File: config.mk
export PLATFORM = sky130hd
export DESIGN_NAME = character_ctl
export DESIGN_NICKNAME = d
export VERILOG_FILES = /design/src/hdl/game_pkg.sv /design/src/hdl/ladder_control.sv /design/src/hdl/character_motion.sv /design/src/hdl/character_ctl.sv
export VERILOG_INCLUDE_DIRS = /design/src /design/src/hdl
export SDC_FILE = /design/constraint.sdc
export NUM_CORES = 1
export LEC_CHECK = 0
export ABC_AREA = 0
export BUFFER_PORTS_ARGS = -buffer_cell sky130_fd_sc_hd__buf_2
export CORE_MARGIN = 2
export CORE_UTILIZATION = 54
export DETAILED_ROUTE_END_ITERATION = 12
export PLACE_DENSITY = 0.79
export SYNTH_ARGS = -nofsm -noshare
export SYNTH_HDL_FRONTEND = slang
export SYNTH_SLANG_ARGS = --single-unit
File: constraint.sdc
create_clock -name clk -period 3 [get_ports clk]
set_clock_uncertainty 0.15 [all_clocks]
set_input_delay 0.75 -clock clk [delete_from_list [all_inputs] [get_ports clk]]
set_output_delay 0.75 -clock clk [all_outputs]
set_load 0.05 [all_outputs]
File: src/hdl/game_consts.svh
// Game map constants for the character movement subsystem
// Screen, sprite and step sizes plus the ladder, ramp and ramp-end rectangles
`ifndef GAME_CONSTS_SVH
`define GAME_CONSTS_SVH

// ============================================================
// screen and character
// ============================================================
`define HOR_PIXELS       1024
`define VER_PIXELS       768
`define CHAR_WIDTH       48
`define CHAR_HEIGHT      64

// the character starts on the bottom floor, feet at y = 736
`define START_X          64
`define START_Y          672

`define WALK_STEP        1
`define CLIMB_STEP       1
`define FALL_STEP        4   // pixels per tick while in the air

// ============================================================
// ladders
// ============================================================
`define LADDER_X_MARGIN  16

`define LADDER_1_HSTART     160
`define LADDER_1_HSTOP      192
`define LADDER_1_VSTART     544
`define LADDER_1_VSTOP      736
`define LADDER_1_TOP_CLEAR  64
`define LADDER_2_HSTART     800
`define LADDER_2_HSTOP      832
`define LADDER_2_VSTART     352
`define LADDER_2_VSTOP      544
`define LADDER_2_TOP_CLEAR  64
`define LADDER_3_HSTART     240
`define LADDER_3_HSTOP      272
`define LADDER_3_VSTART     160
`define LADDER_3_VSTOP      352
`define LADDER_3_TOP_CLEAR  64
`define LADDER_4_HSTART     656
`define LADDER_4_HSTOP      688
`define LADDER_4_VSTART     160
`define LADDER_4_VSTOP      352
`define LADDER_4_TOP_CLEAR  64
`define LADDER_5_HSTART     480
`define LADDER_5_HSTOP      512
`define LADDER_5_VSTART     96
`define LADDER_5_VSTOP      160
`define LADDER_5_TOP_CLEAR  96   // short top ladder stops below the floor

// ============================================================
// ramps, slope 1 rises to the right and 2 falls to the right
// ============================================================
`define RAMP_1_XMIN   576
`define RAMP_1_XMAX   1023
`define RAMP_1_YMIN   560
`define RAMP_1_YMAX   672
`define RAMP_1_SLOPE  1
`define RAMP_2_XMIN   0
`define RAMP_2_XMAX   767
`define RAMP_2_YMIN   448
`define RAMP_2_YMAX   480
`define RAMP_2_SLOPE  2
`define RAMP_3_XMIN   256
`define RAMP_3_XMAX   1023
`define RAMP_3_YMIN   256
`define RAMP_3_YMAX   288
`define RAMP_3_SLOPE  1
`define RAMP_4_XMIN   0
`define RAMP_4_XMAX   639
`define RAMP_4_YMIN   64
`define RAMP_4_YMAX   96
`define RAMP_4_SLOPE  2

// ============================================================
// ramp ends and the floor each one drops onto
// ============================================================
`define END_1_XMIN  976
`define END_1_XMAX  1023
`define END_1_YMIN  550
`define END_1_YMAX  559
`define END_1_LAND  672
`define END_2_XMIN  0
`define END_2_XMAX  32
`define END_2_YMIN  440
`define END_2_YMAX  447
`define END_2_LAND  672
`define END_3_XMIN  976
`define END_3_XMAX  1023
`define END_3_YMIN  248
`define END_3_YMAX  255
`define END_3_LAND  480
`define END_4_XMIN  0
`define END_4_XMAX  32
`define END_4_YMIN  56
`define END_4_YMAX  63
`define END_4_LAND  288

`endif

File: src/hdl/game_pkg.sv
// Game package
// Types shared by the map classifier and the movement controller
`default_nettype none

package game_pkg;

    typedef logic [11:0] pos_t;   // screen coordinate in pixels

    typedef enum logic [1:0] {
        RAMP_NONE = 2'd0,
        RAMP_RISE = 2'd1,
        RAMP_FALL = 2'd2
    } ramp_t;

    typedef enum logic [1:0] {
        MV_WALK,
        MV_CLIMB,
        MV_FALL
    } move_state_t;

endpackage

`default_nettype wire

File: src/hdl/ladder_control.sv
// Map classifier
// Registers ladder, ramp and ramp-end information for the current position
`timescale 1ns/1ns
`default_nettype none

`include "game_consts.svh"

module ladder_control import game_pkg::*; (
    input  logic  clk,
    input  logic  reset,
    input  pos_t  xpos,
    input  pos_t  ypos,
    output logic  ladder,
    output pos_t  limit_ypos_min,
    output pos_t  limit_ypos_max,
    output ramp_t ramp,
    output logic  end_of_ramp,
    output pos_t  landing_ypos
);

    localparam int NUM_LADDERS = 5;
    localparam int NUM_RAMPS   = 4;
    localparam int NUM_ENDS    = 4;

    // ============================================================
    // map tables, index 0 is zone 1
    // ============================================================
    localparam int LAD_HSTART [NUM_LADDERS] = '{`LADDER_1_HSTART, `LADDER_2_HSTART,
        `LADDER_3_HSTART, `LADDER_4_HSTART, `LADDER_5_HSTART};
    localparam int LAD_HSTOP [NUM_LADDERS] = '{`LADDER_1_HSTOP, `LADDER_2_HSTOP,
        `LADDER_3_HSTOP, `LADDER_4_HSTOP, `LADDER_5_HSTOP};
    localparam int LAD_VSTART [NUM_LADDERS] = '{`LADDER_1_VSTART, `LADDER_2_VSTART,
        `LADDER_3_VSTART, `LADDER_4_VSTART, `LADDER_5_VSTART};
    localparam int LAD_VSTOP [NUM_LADDERS] = '{`LADDER_1_VSTOP, `LADDER_2_VSTOP,
        `LADDER_3_VSTOP, `LADDER_4_VSTOP, `LADDER_5_VSTOP};
    localparam int LAD_CLEAR [NUM_LADDERS] = '{`LADDER_1_TOP_CLEAR, `LADDER_2_TOP_CLEAR,
        `LADDER_3_TOP_CLEAR, `LADDER_4_TOP_CLEAR, `LADDER_5_TOP_CLEAR};

    localparam int RMP_XMIN [NUM_RAMPS] = '{`RAMP_1_XMIN, `RAMP_2_XMIN, `RAMP_3_XMIN, `RAMP_4_XMIN};
    localparam int RMP_XMAX [NUM_RAMPS] = '{`RAMP_1_XMAX, `RAMP_2_XMAX, `RAMP_3_XMAX, `RAMP_4_XMAX};
    localparam int RMP_YMIN [NUM_RAMPS] = '{`RAMP_1_YMIN, `RAMP_2_YMIN, `RAMP_3_YMIN, `RAMP_4_YMIN};
    localparam int RMP_YMAX [NUM_RAMPS] = '{`RAMP_1_YMAX, `RAMP_2_YMAX, `RAMP_3_YMAX, `RAMP_4_YMAX};
    localparam int RMP_SLOPE [NUM_RAMPS] = '{`RAMP_1_SLOPE, `RAMP_2_SLOPE,
        `RAMP_3_SLOPE, `RAMP_4_SLOPE};

    localparam int END_XMIN [NUM_ENDS] = '{`END_1_XMIN, `END_2_XMIN, `END_3_XMIN, `END_4_XMIN};
    localparam int END_XMAX [NUM_ENDS] = '{`END_1_XMAX, `END_2_XMAX, `END_3_XMAX, `END_4_XMAX};
    localparam int END_YMIN [NUM_ENDS] = '{`END_1_YMIN, `END_2_YMIN, `END_3_YMIN, `END_4_YMIN};
    localparam int END_YMAX [NUM_ENDS] = '{`END_1_YMAX, `END_2_YMAX, `END_3_YMAX, `END_4_YMAX};
    localparam int END_LAND [NUM_ENDS] = '{`END_1_LAND, `END_2_LAND, `END_3_LAND, `END_4_LAND};

    logic  ladder_nxt;
    logic  end_of_ramp_nxt;
    pos_t  limit_ypos_min_nxt;
    pos_t  limit_ypos_max_nxt;
    pos_t  landing_ypos_nxt;
    ramp_t ramp_nxt;

    // bounds are signed ints so a zone may start left of the screen edge
    function automatic logic in_rect(input pos_t x, input pos_t y, input int xmin,
                                     input int xmax, input int ymin, input int ymax);
        return (int'(x) >= xmin) && (int'(x) <= xmax) && (int'(y) >= ymin) && (int'(y) <= ymax);
    endfunction

    // loops run from the highest index down so that zone 1 has priority
    always_comb begin
        ladder_nxt         = 1'b0;
        limit_ypos_min_nxt = limit_ypos_min;   // limits are kept outside any ladder
        limit_ypos_max_nxt = limit_ypos_max;
        for (int i = NUM_LADDERS - 1; i >= 0; i--) begin
            if (in_rect(xpos, ypos, LAD_HSTART[i] - `LADDER_X_MARGIN,
                        LAD_HSTOP[i] - `LADDER_X_MARGIN,
                        LAD_VSTART[i] - `CHAR_HEIGHT, LAD_VSTOP[i])) begin
                ladder_nxt         = 1'b1;
                limit_ypos_min_nxt = pos_t'(LAD_VSTART[i] - `CHAR_HEIGHT);
                limit_ypos_max_nxt = pos_t'(LAD_VSTOP[i] - LAD_CLEAR[i]);
            end
        end
    end

    always_comb begin
        ramp_nxt = RAMP_NONE;
        for (int i = NUM_RAMPS - 1; i >= 0; i--) begin
            if (in_rect(xpos, ypos, RMP_XMIN[i], RMP_XMAX[i], RMP_YMIN[i], RMP_YMAX[i])) begin
                ramp_nxt = ramp_t'(RMP_SLOPE[i]);
            end
        end
    end

    always_comb begin
        end_of_ramp_nxt  = 1'b0;
        landing_ypos_nxt = landing_ypos;
        for (int i = NUM_ENDS - 1; i >= 0; i--) begin
            if (in_rect(xpos, ypos, END_XMIN[i], END_XMAX[i], END_YMIN[i], END_YMAX[i])) begin
                end_of_ramp_nxt  = 1'b1;
                landing_ypos_nxt = pos_t'(END_LAND[i]);
            end
        end
    end

    always_ff @(posedge clk) begin
        if (reset) begin
            ladder         <= 1'b0;
            limit_ypos_min <= '0;
            limit_ypos_max <= '0;
            ramp           <= RAMP_NONE;
            end_of_ramp    <= 1'b0;
            landing_ypos   <= '0;
        end else begin
            ladder         <= ladder_nxt;
            limit_ypos_min <= limit_ypos_min_nxt;
            limit_ypos_max <= limit_ypos_max_nxt;
            ramp           <= ramp_nxt;
            end_of_ramp    <= end_of_ramp_nxt;
            landing_ypos   <= landing_ypos_nxt;
        end
    end

    ramp_code_valid: assert property (@(posedge clk) disable iff (reset) ramp != 2'd3);

    ladder_limits_ordered: assert property (@(posedge clk) disable iff (reset)
        ladder |-> (limit_ypos_min <= limit_ypos_max));

endmodule

`default_nettype wire

File: src/hdl/character_motion.sv
// Character movement controller
// Walk, climb and fall FSM that moves the sprite once per frame tick
`timescale 1ns/1ns
`default_nettype none

`include "game_consts.svh"

module character_motion import game_pkg::*; (
    input  logic        clk,
    input  logic        reset,
    input  logic        frame_tick,
    input  logic        btn_left,
    input  logic        btn_right,
    input  logic        btn_up,
    input  logic        btn_down,
    input  logic        ladder,
    input  logic        end_of_ramp,
    input  ramp_t       ramp,
    input  pos_t        limit_ypos_min,
    input  pos_t        limit_ypos_max,
    input  pos_t        landing_ypos,
    output pos_t        xpos,
    output pos_t        ypos,
    output move_state_t move_state
);

    localparam pos_t X_MAX = pos_t'(`HOR_PIXELS - `CHAR_WIDTH);
    localparam pos_t WALK  = pos_t'(`WALK_STEP);
    localparam pos_t CLIMB = pos_t'(`CLIMB_STEP);
    localparam pos_t FALL  = pos_t'(`FALL_STEP);

    move_state_t state_nxt;
    pos_t        xpos_nxt;
    pos_t        ypos_nxt;

    // ============================================================
    // next position and state, applied only on a tick
    // ============================================================
    always_comb begin
        state_nxt = move_state;
        xpos_nxt  = xpos;
        ypos_nxt  = ypos;
        case (move_state)
            MV_WALK: begin
                if (end_of_ramp) begin
                    state_nxt = MV_FALL;
                end else if (ladder && (btn_up || btn_down)) begin
                    state_nxt = MV_CLIMB;
                end else if (btn_right) begin
                    if (xpos < X_MAX) begin
                        xpos_nxt = (xpos > X_MAX - WALK) ? X_MAX : xpos + WALK;
                        if (ramp == RAMP_RISE) begin
                            ypos_nxt = ypos - 12'd1;
                        end else if (ramp == RAMP_FALL) begin
                            ypos_nxt = ypos + 12'd1;
                        end
                    end
                end else if (btn_left) begin
                    if (xpos > 12'd0) begin
                        xpos_nxt = (xpos < WALK) ? 12'd0 : xpos - WALK;
                        if (ramp == RAMP_RISE) begin
                            ypos_nxt = ypos + 12'd1;    // walking downhill
                        end else if (ramp == RAMP_FALL) begin
                            ypos_nxt = ypos - 12'd1;
                        end
                    end
                end
            end
            MV_CLIMB: begin
                if (btn_up) begin
                    ypos_nxt = (ypos < limit_ypos_min + CLIMB) ? limit_ypos_min : ypos - CLIMB;
                end else if (btn_down) begin
                    ypos_nxt = (ypos + CLIMB > limit_ypos_max) ? limit_ypos_max : ypos + CLIMB;
                end else if ((ypos == limit_ypos_min) || (ypos == limit_ypos_max)) begin
                    state_nxt = MV_WALK;   // stepped off at the top or bottom
                end
            end
            MV_FALL: begin
                if (ypos + FALL >= landing_ypos) begin
                    ypos_nxt  = landing_ypos;
                    state_nxt = MV_WALK;
                end else begin
                    ypos_nxt = ypos + FALL;
                end
            end
            default: begin
                state_nxt = MV_WALK;
            end
        endcase
    end

    always_ff @(posedge clk) begin
        if (reset) begin
            move_state <= MV_WALK;
            xpos       <= pos_t'(`START_X);
            ypos       <= pos_t'(`START_Y);
        end else if (frame_tick) begin
            move_state <= state_nxt;
            xpos       <= xpos_nxt;
            ypos       <= ypos_nxt;
        end
    end

    // the classifier needs a free cycle between ticks to catch up
    tick_spacing: assert property (@(posedge clk) disable iff (reset)
        frame_tick |=> !frame_tick);

    climb_in_limits: assert property (@(posedge clk) disable iff (reset)
        (move_state == MV_CLIMB) |-> ((ypos >= limit_ypos_min) && (ypos <= limit_ypos_max)));

endmodule

`default_nettype wire

File: src/hdl/character_ctl.sv
// Character control top level
// Feeds the position back through the map classifier into the movement FSM
`timescale 1ns/1ns
`default_nettype none

module character_ctl import game_pkg::*; (
    input  logic        clk,
    input  logic        reset,
    input  logic        frame_tick,
    input  logic        btn_left,
    input  logic        btn_right,
    input  logic        btn_up,
    input  logic        btn_down,
    output pos_t        xpos,
    output pos_t        ypos,
    output move_state_t move_state,
    output logic        ladder,
    output ramp_t       ramp
);

    pos_t limit_ypos_min;
    pos_t limit_ypos_max;
    pos_t landing_ypos;
    logic end_of_ramp;

    ladder_control ladder_control_i (
        .clk            (clk),
        .reset          (reset),
        .xpos           (xpos),
        .ypos           (ypos),
        .ladder         (ladder),
        .limit_ypos_min (limit_ypos_min),
        .limit_ypos_max (limit_ypos_max),
        .ramp           (ramp),
        .end_of_ramp    (end_of_ramp),
        .landing_ypos   (landing_ypos)
    );

    character_motion character_motion_i (
        .clk            (clk),
        .reset          (reset),
        .frame_tick     (frame_tick),
        .btn_left       (btn_left),
        .btn_right      (btn_right),
        .btn_up         (btn_up),
        .btn_down       (btn_down),
        .ladder         (ladder),
        .end_of_ramp    (end_of_ramp),
        .ramp           (ramp),
        .limit_ypos_min (limit_ypos_min),
        .limit_ypos_max (limit_ypos_max),
        .landing_ypos   (landing_ypos),
        .xpos           (xpos),
        .ypos           (ypos),
        .move_state     (move_state)
    );

endmodule

`default_nettype wire

Word-level counts from Yosys, hierarchy flattened
Cells that the tools add are included.
{ "totals": {"ff_bits": 44, "in_bits": 7, "word_cells": 194} }
{ "op_classes": {"add_sub_neg": 6, "order_cmp": 48, "n_eq_ne": 19, "muxes": 56, "bitwise_logic": 2, "n_reduce_logical": 51} }
{ "ops": {"columns": ["cell", "n"], "rows": [
  ["two-way mux 12 bit", 21],
  ["less-or-equal comparator 12 x 10 -> 1 bit, second input constant", 9],
  ["two-way mux 10 bit", 9],
  ["greater-or-equal comparator 12 x 9 -> 1 bit, second input constant", 7],
  ["greater-or-equal comparator 12 x 10 -> 1 bit, second input constant", 6],
  ["less-or-equal comparator 12 x 9 -> 1 bit, second input constant", 6],
  ["two-way mux 9 bit", 5],
  ["greater-or-equal comparator 12 x 8 -> 1 bit, second input constant", 3],
  ["less-or-equal comparator 12 x 8 -> 1 bit, second input constant", 3],
  ["one-hot mux 12 bit (3 select lines)", 1],
  ["logical AND 1 bit", 35],
  ["adder 12 x 1 -> 12 bit, second input constant", 2],
  ["greater-or-equal comparator 12 x 6 -> 1 bit, second input constant", 2],
  ["greater-or-equal comparator 12 x 7 -> 1 bit, second input constant", 2],
  ["less-or-equal comparator 12 x 6 -> 1 bit, second input constant", 2],
  ["subtractor 12 x 1 -> 12 bit, second input constant", 2],
  ["two-way mux 2 bit", 9],
  ["adder 12 x 3 -> 12 bit, second input constant", 1],
  ["== test 12 x 10 -> 1 bit", 1],
  ["== test 12 x 9 -> 1 bit", 1],
  ["greater-or-equal comparator 12 x 10 -> 1 bit", 1],
  ["> comparator 12 x 1 -> 1 bit, second input constant", 1],
  ["> comparator 12 x 10 -> 1 bit", 1],
  ["> comparator 12 x 10 -> 1 bit, second input constant", 1],
  ["other kinds (26)", 51]
]} }

Depth between registers and ports, before layout
Gate-level depths: netlist (run 1).
{ "logic_depth": {"ltp_word": 9, "ltp_mapped": 13, "mapped_depth_nobuf": 12} }

Hierarchy
Synthesis (run 1) repeated with hierarchy kept, for this count alone.
{ "unflattened": {"hier_cells": 773, "area_unflattened_um2": 5514.0} }
{ "modules_own_cells": {"columns": ["module", "instances", "cells_each", "area_each_um2"], "rows": [
  ["character_motion", 1, 617, 4285.4],
  ["ladder_control", 1, 156, 1228.7]
]} }

Worst setup path after synthesis (run 1)
No wires, ideal clock.
{ "synth_path": {"path_kind": "reg2reg", "from": "reg character_motion_i.ypos[1]", "to": "reg character_motion_i.ypos[2]", "setup_time_ns": 0.074, "arrival_ns": 3.353, "path_slack_ns": -0.578, "path_stages_with_launch": 14, "n_path_buf": 1, "cell_sequence": "dfxtp_1 ha_1 buf_2 nand4_4 nor2_1 xnor2_1 ha_1 nand3_1 nor3_1 nand3_1 a221oi_4 a21oi_1 or4_1 a31oi_1"} }
{ "synth_via": {"elab_chain_len": 9} }
{ "synth_rtl": {"columns": ["item", "line_no", "source"], "rows": [
  ["start: declaration", "character_motion.sv:23", "output pos_t ypos,"],
  ["start signal: assignment", "character_motion.sv:96", "ypos <= pos_t'(`START_Y);"],
  ["start signal: assignment", "character_motion.sv:100", "ypos <= ypos_nxt;"],
  ["parallel branches: the longest is 8 deep, another holds adder 12 x 1 -> 12 bit", null, null],
  ["one-hot mux 12 bit (3 select lines) (*)", "character_motion.sv:43", "case (move_state)"]
]} }
Every way passes the cells marked *. The select of a mux whose other input is x is not followed.
A chain may end at the register's enable or synchronous reset.

Worst setup path after layout (run 1)
Ends and elaborated chain as after synthesis.

==> results.toml, run 1 <==
[timing]
rsz0062_at_grt = "yes"
fin_ws_ns = -0.0726
slew_headroom_pct = 56.3
setup-violations-final = 2
hold_slack_ns = 0.340
hold_viol_final = 0
worst_pin_slew_ns = 0.650
period_share_pct = 102
maxSlewViolCount = 0
max_freq_mhz = 325
period_minus_slack_ns = 3.07
finalSetupTns_ns = -0.0927

[hold_path]
hp-class = "reg2reg"

[floorplanning]
die_area_um2 = 8520
ioPinCount = 36
die_y_um = 92.3
initial_utilization_pct = 55.1
chipWidth_um = 92.3
num_rows = 32
core_um2 = 7650

[clocking]
cts.htree.levels = 2
clk-insertion-delay-late_ns = 0.31
cts_buffers = 5
cts_tree = "built"
cts.sinks = 42
cts_buffer_depth = 2
cts_hold_buffers = 0
clk_pin_slew_ns = 0.09
cts_root_buf = "clkbuf_8"

[yosys]
ys_async_sr_fraction_pct = 0
ys_seq_area_share_pct = 20.0
synthTopCellsByArea = "dfxtp_1, ha_1, xnor2_1"
ys_warn_count = 0
synth-seq-cells = 42
ys.flop_type = "dfxtp_1"
synth_fp_nets = 605
synth_area_um2 = 4210
synth.top_cell.area_share_pct = 20.0
synth_edf_count = 0
syn_inst = 570
synth_top_area_cell = "dfxtp_1"
synth.most_common_cell = "nor2_1"
synth_commonest_cells = "nor2_1, nand2_1, a21oi_1"
syn_area_per_cell_um2 = 7.39
synth_cell_type_count = 74

[placed_design]
place_inst = 740
hpwl_mm = 11.8
port_buffers = 35
placement.cell_area_um2 = 5020
place_ws_ns = -0.0623
gp_congestion = 0.997

[route]
drc = 0
dr.pass1.iters = 6
wire_per_inst_um = 20.4
drt_iter0_markers = 570
wl_mm = 15.7
ant_nets = 0
vias_per_cell = 6.38
vias = 4925

[global_routing]
grt_pass1_vias = 4615
grt_use_total_pct = 36.6
grt_pass1_wl_mm = 24.4
antenna_found_initial = 0
grt_max_degree = 37
overflow = 0

[cells_and_area]
n_antenna_cell = 0
synthToLayoutAreaGrowth_pct = 28.8
fin_nets = 704
multi_input_area_um2 = 3250
fillers = 646
drive_gt1_share_pct = 28.5
fin_cells = 772
utilization_pct = 71.0
fin_area_um2 = 5430
register_area_um2 = 873

[power_and_ir_drop]
cellPowerDensity_nw_per_um2 = 253
power_leakage_nw = 2.14
power_mw = 1.37
peakVddDrop_mv = 0.204

[worst_setup_path]
worstPathArrival_ns = 3.15
required_ns = 3.08
cp-end-kind = "register"
startpoint_type = "register"
path_class = "reg2reg"
crit_fanout = 7

[run_status]
status = "finished, violations left"
violations = "negative setup slack"

[flow_run]
maxCapViolations = 0
## cell usage in the layout, fill, tap and decap left out, types with 4 or more instances in the layout
| cell type | Yosys | routed |
|---|---|---|
| a211oi_1 | 6 | 6 |
| a21oi_1 | 45 | 43 |
| a22oi_1 | 6 | 6 |
| a31oi_1 | 11 | 10 |
| and2_1 | 4 | 4 |
| and3_1 | 4 | 4 |
| buf_2 | 5 | 35 |
| buf_4 | 4 | 94 |
| clkbuf_8 | 0 | 6 |
| dfxtp_1 | 42 | 32 |
| dfxtp_4 | 0 | 8 |
| ha_1 | 28 | 26 |
| inv_1 | 30 | 30 |
| mux2i_1 | 12 | 12 |
| nand2_1 | 46 | 45 |
| nand2b_1 | 5 | 5 |
| nand3_1 | 17 | 13 |
| nand4_1 | 9 | 9 |
| nor2_1 | 52 | 50 |
| nor2b_1 | 5 | 5 |
| nor3_1 | 23 | 20 |
| nor3b_1 | 6 | 5 |
| nor4_1 | 13 | 13 |
| o211ai_1 | 4 | 4 |
| o21a_1 | 4 | 4 |
| o21ai_0 | 32 | 29 |
| o31ai_1 | 5 | 5 |
| or3_1 | 4 | 4 |
| xnor2_1 | 32 | 30 |
| xor2_1 | 8 | 8 |
## sequential cells by signal (all words and copies together), names as in the netlist
register / count
character_motion_i.move_state: 2
character_motion_i.xpos: 12
character_motion_i.ypos: 12
ladder_control_i.end_of_ramp: 1
ladder_control_i.ladder: 1
ladder_control_i.landing_ypos: 5
ladder_control_i.limit_ypos_max: 4
ladder_control_i.limit_ypos_min: 3
ladder_control_i.ramp: 2
## worst max-delay path, stage by stage (launching register included)
cell	delay, ns
dfxtp_4	0.41
ha_4	0.17
nand4_4	0.14
nor2_4	0.14
xnor2_2	0.07
ha_1	0.33
nand3_2	0.09
nor3_2	0.20
nand3_2	0.12
a221oi_4	0.34
a21oi_2	0.10
or4_4	0.55
a31oi_4	0.16
## cell families (layout without fill, tap and decap cells)
group	count (synthesis)	count (layout)	share of synthesized area, %
AO/OA/AOI/OAI	156	156	24.5
AND/OR/NAND/NOR	217	217	27.9
flip-flops	42	42	20.0
XOR/XNOR	40	40	8.32
buffers and inverters	71	171	7.01
multiplexers	16	16	3.92
adder cells (fa/ha/maj)	28	28	8.32
## what timing repair did
action                                  CTS  global route
cloned                                    0             0
buffers inserted                         13            13
endpoints found under the setup margin    4            23
resized for setup                         2            16
endpoints found under the hold margin     0             0
pin swaps                                 6            14
## report_power, final
| part | internal (mW) | switching, mW | leakage, nW |
|---|---|---|---|
| Sequential | 0.561 | 0.0122 | 0.344 |
| Combinational | 0.101 | 0.181 | 1.73 |
| Clock | 0.289 | 0.228 | 0.0678 |
## final cells by class
class,instances,area share (%)
multi-input cells,457,59.9
repair buffers,131,17.0
flip-flops and latches,42,16.1
clock buffers,8,2.44
well taps,102,2.35
inverters,32,2.21
## path summary, 6_finish.rpt
kind	start	end	slack, ns	depth (start not counted)
worst min-delay path	ladder_control_i.landing_ypos[9]$_SDFFE_PP0P_	ladder_control_i.landing_ypos[9]$_SDFFE_PP0P_	0.34	2
worst max register to register	character_motion_i.ypos[1]$_SDFFE_PP0P_	character_motion_i.ypos[2]$_SDFFE_PP0P_	-0.07	12
worst min register to register	ladder_control_i.landing_ypos[9]$_SDFFE_PP0P_	ladder_control_i.landing_ypos[9]$_SDFFE_PP0P_	0.34	2
worst max-delay path	character_motion_i.ypos[1]$_SDFFE_PP0P_	character_motion_i.ypos[2]$_SDFFE_PP0P_	-0.07	12
## layer usage
metal / vias to the layer above / track usage, % / routed length, um
met5: - / 0 / 0
met4: 0 / 18.3 / 881
met3: 66 / 6.43 / 1420
met2: 285 / 57.8 / 6970
met1: 2294 / 48.0 / 6470
li1: 2280 / - / -
No activity file was read; power rests on OpenSTA's default activity.
==> run 2, diff against run 1 <==
--- a/config.mk
+++ b/config.mk
@@ -12,6 +12,7 @@
 export CORE_UTILIZATION = 54
 export DETAILED_ROUTE_END_ITERATION = 12
 export PLACE_DENSITY = 0.79
+export SETUP_SLACK_MARGIN = 0.15
 export SYNTH_ARGS = -nofsm -noshare
 export SYNTH_HDL_FRONTEND = slang
 export SYNTH_SLANG_ARGS = --single-unit
==> results.toml, run 2 (synthesis gave the netlist of run 1 again) <==
[run_status]
status = "finished, violations left"
violations = "negative setup slack"

[timing]
period_minus_slack_ns = 3.05
finalSetupTns_ns = -0.0695
max_freq_mhz = 328
slew_headroom_pct = 43.7
rsz0062_at_grt = "yes"
maxSlewViolCount = 0
setup-violations-final = 3
period_share_pct = 102
worst_pin_slew_ns = 0.837
fin_ws_ns = -0.0500
hold_viol_final = 0
hold_slack_ns = 0.357

[worst_setup_path]
rr_endpoint = "character_motion_i.ypos[2]$_SDFFE_PP0P_"
reg2reg_depth = 12
max_stage_delay_ns = 0.52
crit_fanout = 4
path_cells = "ha_4 > nand4_4 > buf_4 > xnor2_2 > ha_1 > nand3_2 > nor3_4 > nand3_2 > a221oi_4 > a21oi_1 > or4_1 > a31oi_1"
critPathBufInv = 1
timing.rr.start = "character_motion_i.ypos[3]$_SDFFE_PP0P_"
worstPathArrival_ns = 3.15
crit_family = "simple AND/OR/NAND/NOR gates"
r2r_setup_slack_ns = -0.05
slowest_stage = "or4_1"
startpoint_type = "register"
path_class = "reg2reg"
required_ns = 3.10
path_common_cell = "nand3_2"
cp-end-kind = "register"

[cells_and_area]
fin_nets = 691
drive_gt1_share_pct = 28.8
n_antenna_cell = 0
fillers = 647
final_cell_mix = "buf_4, nor2_1, nand2_1"
largest_registers = "character_motion_i.xpos x12, character_motion_i.ypos x12, ladder_control_i.landing_ypos x5"
synthToLayoutAreaGrowth_pct = 27.9
layout_commonest_cell = "buf_4"

[placed_design]
port_buffers = 35
hpwl_mm = 11.6
place_ws_ns = -0.0116
gp_congestion = 1.05

[clocking]
cts.htree.levels = 2
cts.sinks = 42
clk_pin_slew_ns = 0.11
cts_root_buf = "clkbuf_8"
cts_tree = "built"
cts_hold_buffers = 0
cts_buffer_depth = 2
cts_buffers = 5
clk-insertion-delay-late_ns = 0.32

[global_routing]
antenna_found_initial = 0
grt_pass1_wl_mm = 24.8
grt_pass1_vias = 4728
grt_max_degree = 37
grt_use_total_pct = 37.0
overflow = 0

[power_and_ir_drop]
peakVddDrop_mv = 0.245
cellPowerDensity_nw_per_um2 = 237
power_leakage_nw = 2.10

[floorplanning]
core_um2 = 7650
die_y_um = 92.3
die_area_um2 = 8520
ioPinCount = 36
chipWidth_um = 92.3
initial_utilization_pct = 55.1
num_rows = 32

[route]
dr.pass1.iters = 5
wire_per_inst_um = 20.6
drc = 0
wl_mm = 15.7
drt_iter0_markers = 514
ant_nets = 0
vias = 4930
vias_per_cell = 6.50

[hold_path]
hold_depth = 2
hp-class = "reg2reg"
hold_path.startpoint = "ladder_control_i.end_of_ramp$_SDFF_PP0_"
whs_endpoint = "character_motion_i.move_state[1]$_SDFFE_PP0P_"

[flow_run]
maxCapViolations = 0
run 2: area by class of cell:
class | count | area [um^2] | area share, %
clock buffer | 5 | 68.8 | 1.28
clock inverter | 3 | 26.3 | 0.488
inverter | 32 | 120 | 2.23
multi-input combinational | 457 | 3330 | 61.9
sequential | 42 | 875 | 16.2
tap | 102 | 128 | 2.37
timing repair buffer | 118 | 835 | 15.5
run 2: where the power goes:
group	switching (mW)	internal, mW	leakage (nW)	total (mW)
registers	0.0105	0.561	0.344	0.572
logic	0.176	0.0992	1.71	0.275
clock network	0.255	0.174	0.0495	0.428
total	0.441	0.834	2.10	1.28
run 2: worst register-to-register path, cell delays in order (launching register included):
cell and delay (ns):
dfxtp_4 0.41, ha_4 0.17, nand4_4 0.09, buf_4 0.17, xnor2_2 0.13, ha_1 0.37
nand3_2 0.12, nor3_4 0.14, nand3_2 0.13, a221oi_4 0.34, a21oi_1 0.10, or4_1 0.52
a31oi_1 0.14
run 2: worst max path at each step:
| stage | startpoint | endpoint | slack (ns) | depth (start not counted) |
|---|---|---|---|---|
| 2_1_floorplan | character_motion_i.ypos[2]$_SDFFE_PP0P_ | character_motion_i.ypos[6]$_SDFFE_PP0P_ | 0.005 | 13 |
| 3_3_place_gp | character_motion_i.ypos[4]$_SDFFE_PP0P_ | character_motion_i.move_state[0]$_SDFFE_PP0P_ | -0.05 | 11 |
| 3_5_place_dp | character_motion_i.ypos[4]$_SDFFE_PP0P_ | character_motion_i.move_state[0]$_SDFFE_PP0P_ | -0.01 | 11 |
| 4_1_cts | character_motion_i.ypos[2]$_SDFFE_PP0P_ | character_motion_i.ypos[8]$_SDFFE_PP0P_ | 0.04 | 14 |
| 5_1_grt | character_motion_i.ypos[2]$_SDFFE_PP0P_ | character_motion_i.ypos[2]$_SDFFE_PP0P_ | -0.14 | 12 |
| 6_report | character_motion_i.ypos[3]$_SDFFE_PP0P_ | character_motion_i.ypos[2]$_SDFFE_PP0P_ | -0.05 | 12 |
run 2: metrics by stage:
| step | power (mW) | util, % | cell area [um^2] | instances |
|---|---|---|---|---|
| 5_1_grt | 1.32 | 70.4 | 5390 | 759 |
| 3_3_place_gp | 0.843 | 64.8 | 4950 | 729 |
| 2_1_floorplan | 0.763 | - | 4370 | 570 |
| 6_report | 1.28 | 70.4 | 5390 | 759 |
| 4_1_cts | 1.26 | 69.2 | 5290 | 756 |
| 3_5_place_dp | 0.847 | 64.8 | 4950 | 729 |
run 2: per-layer routing:
metal  part of all wire, %  GRT usage, %  wire, um
met1                    39          46.4      6130
met2                    46          61.1      7240
met3                   8.6          5.21      1350
met4                   6.1          20.4       954
met5                     0             0         0
run 2: repair_timing:
action | in CTS | in global routing
resized for setup | 21 | 16
buffers inserted | 19 | 3
setup endpoints to repair | 14 | 15
pin swaps | 22 | 10
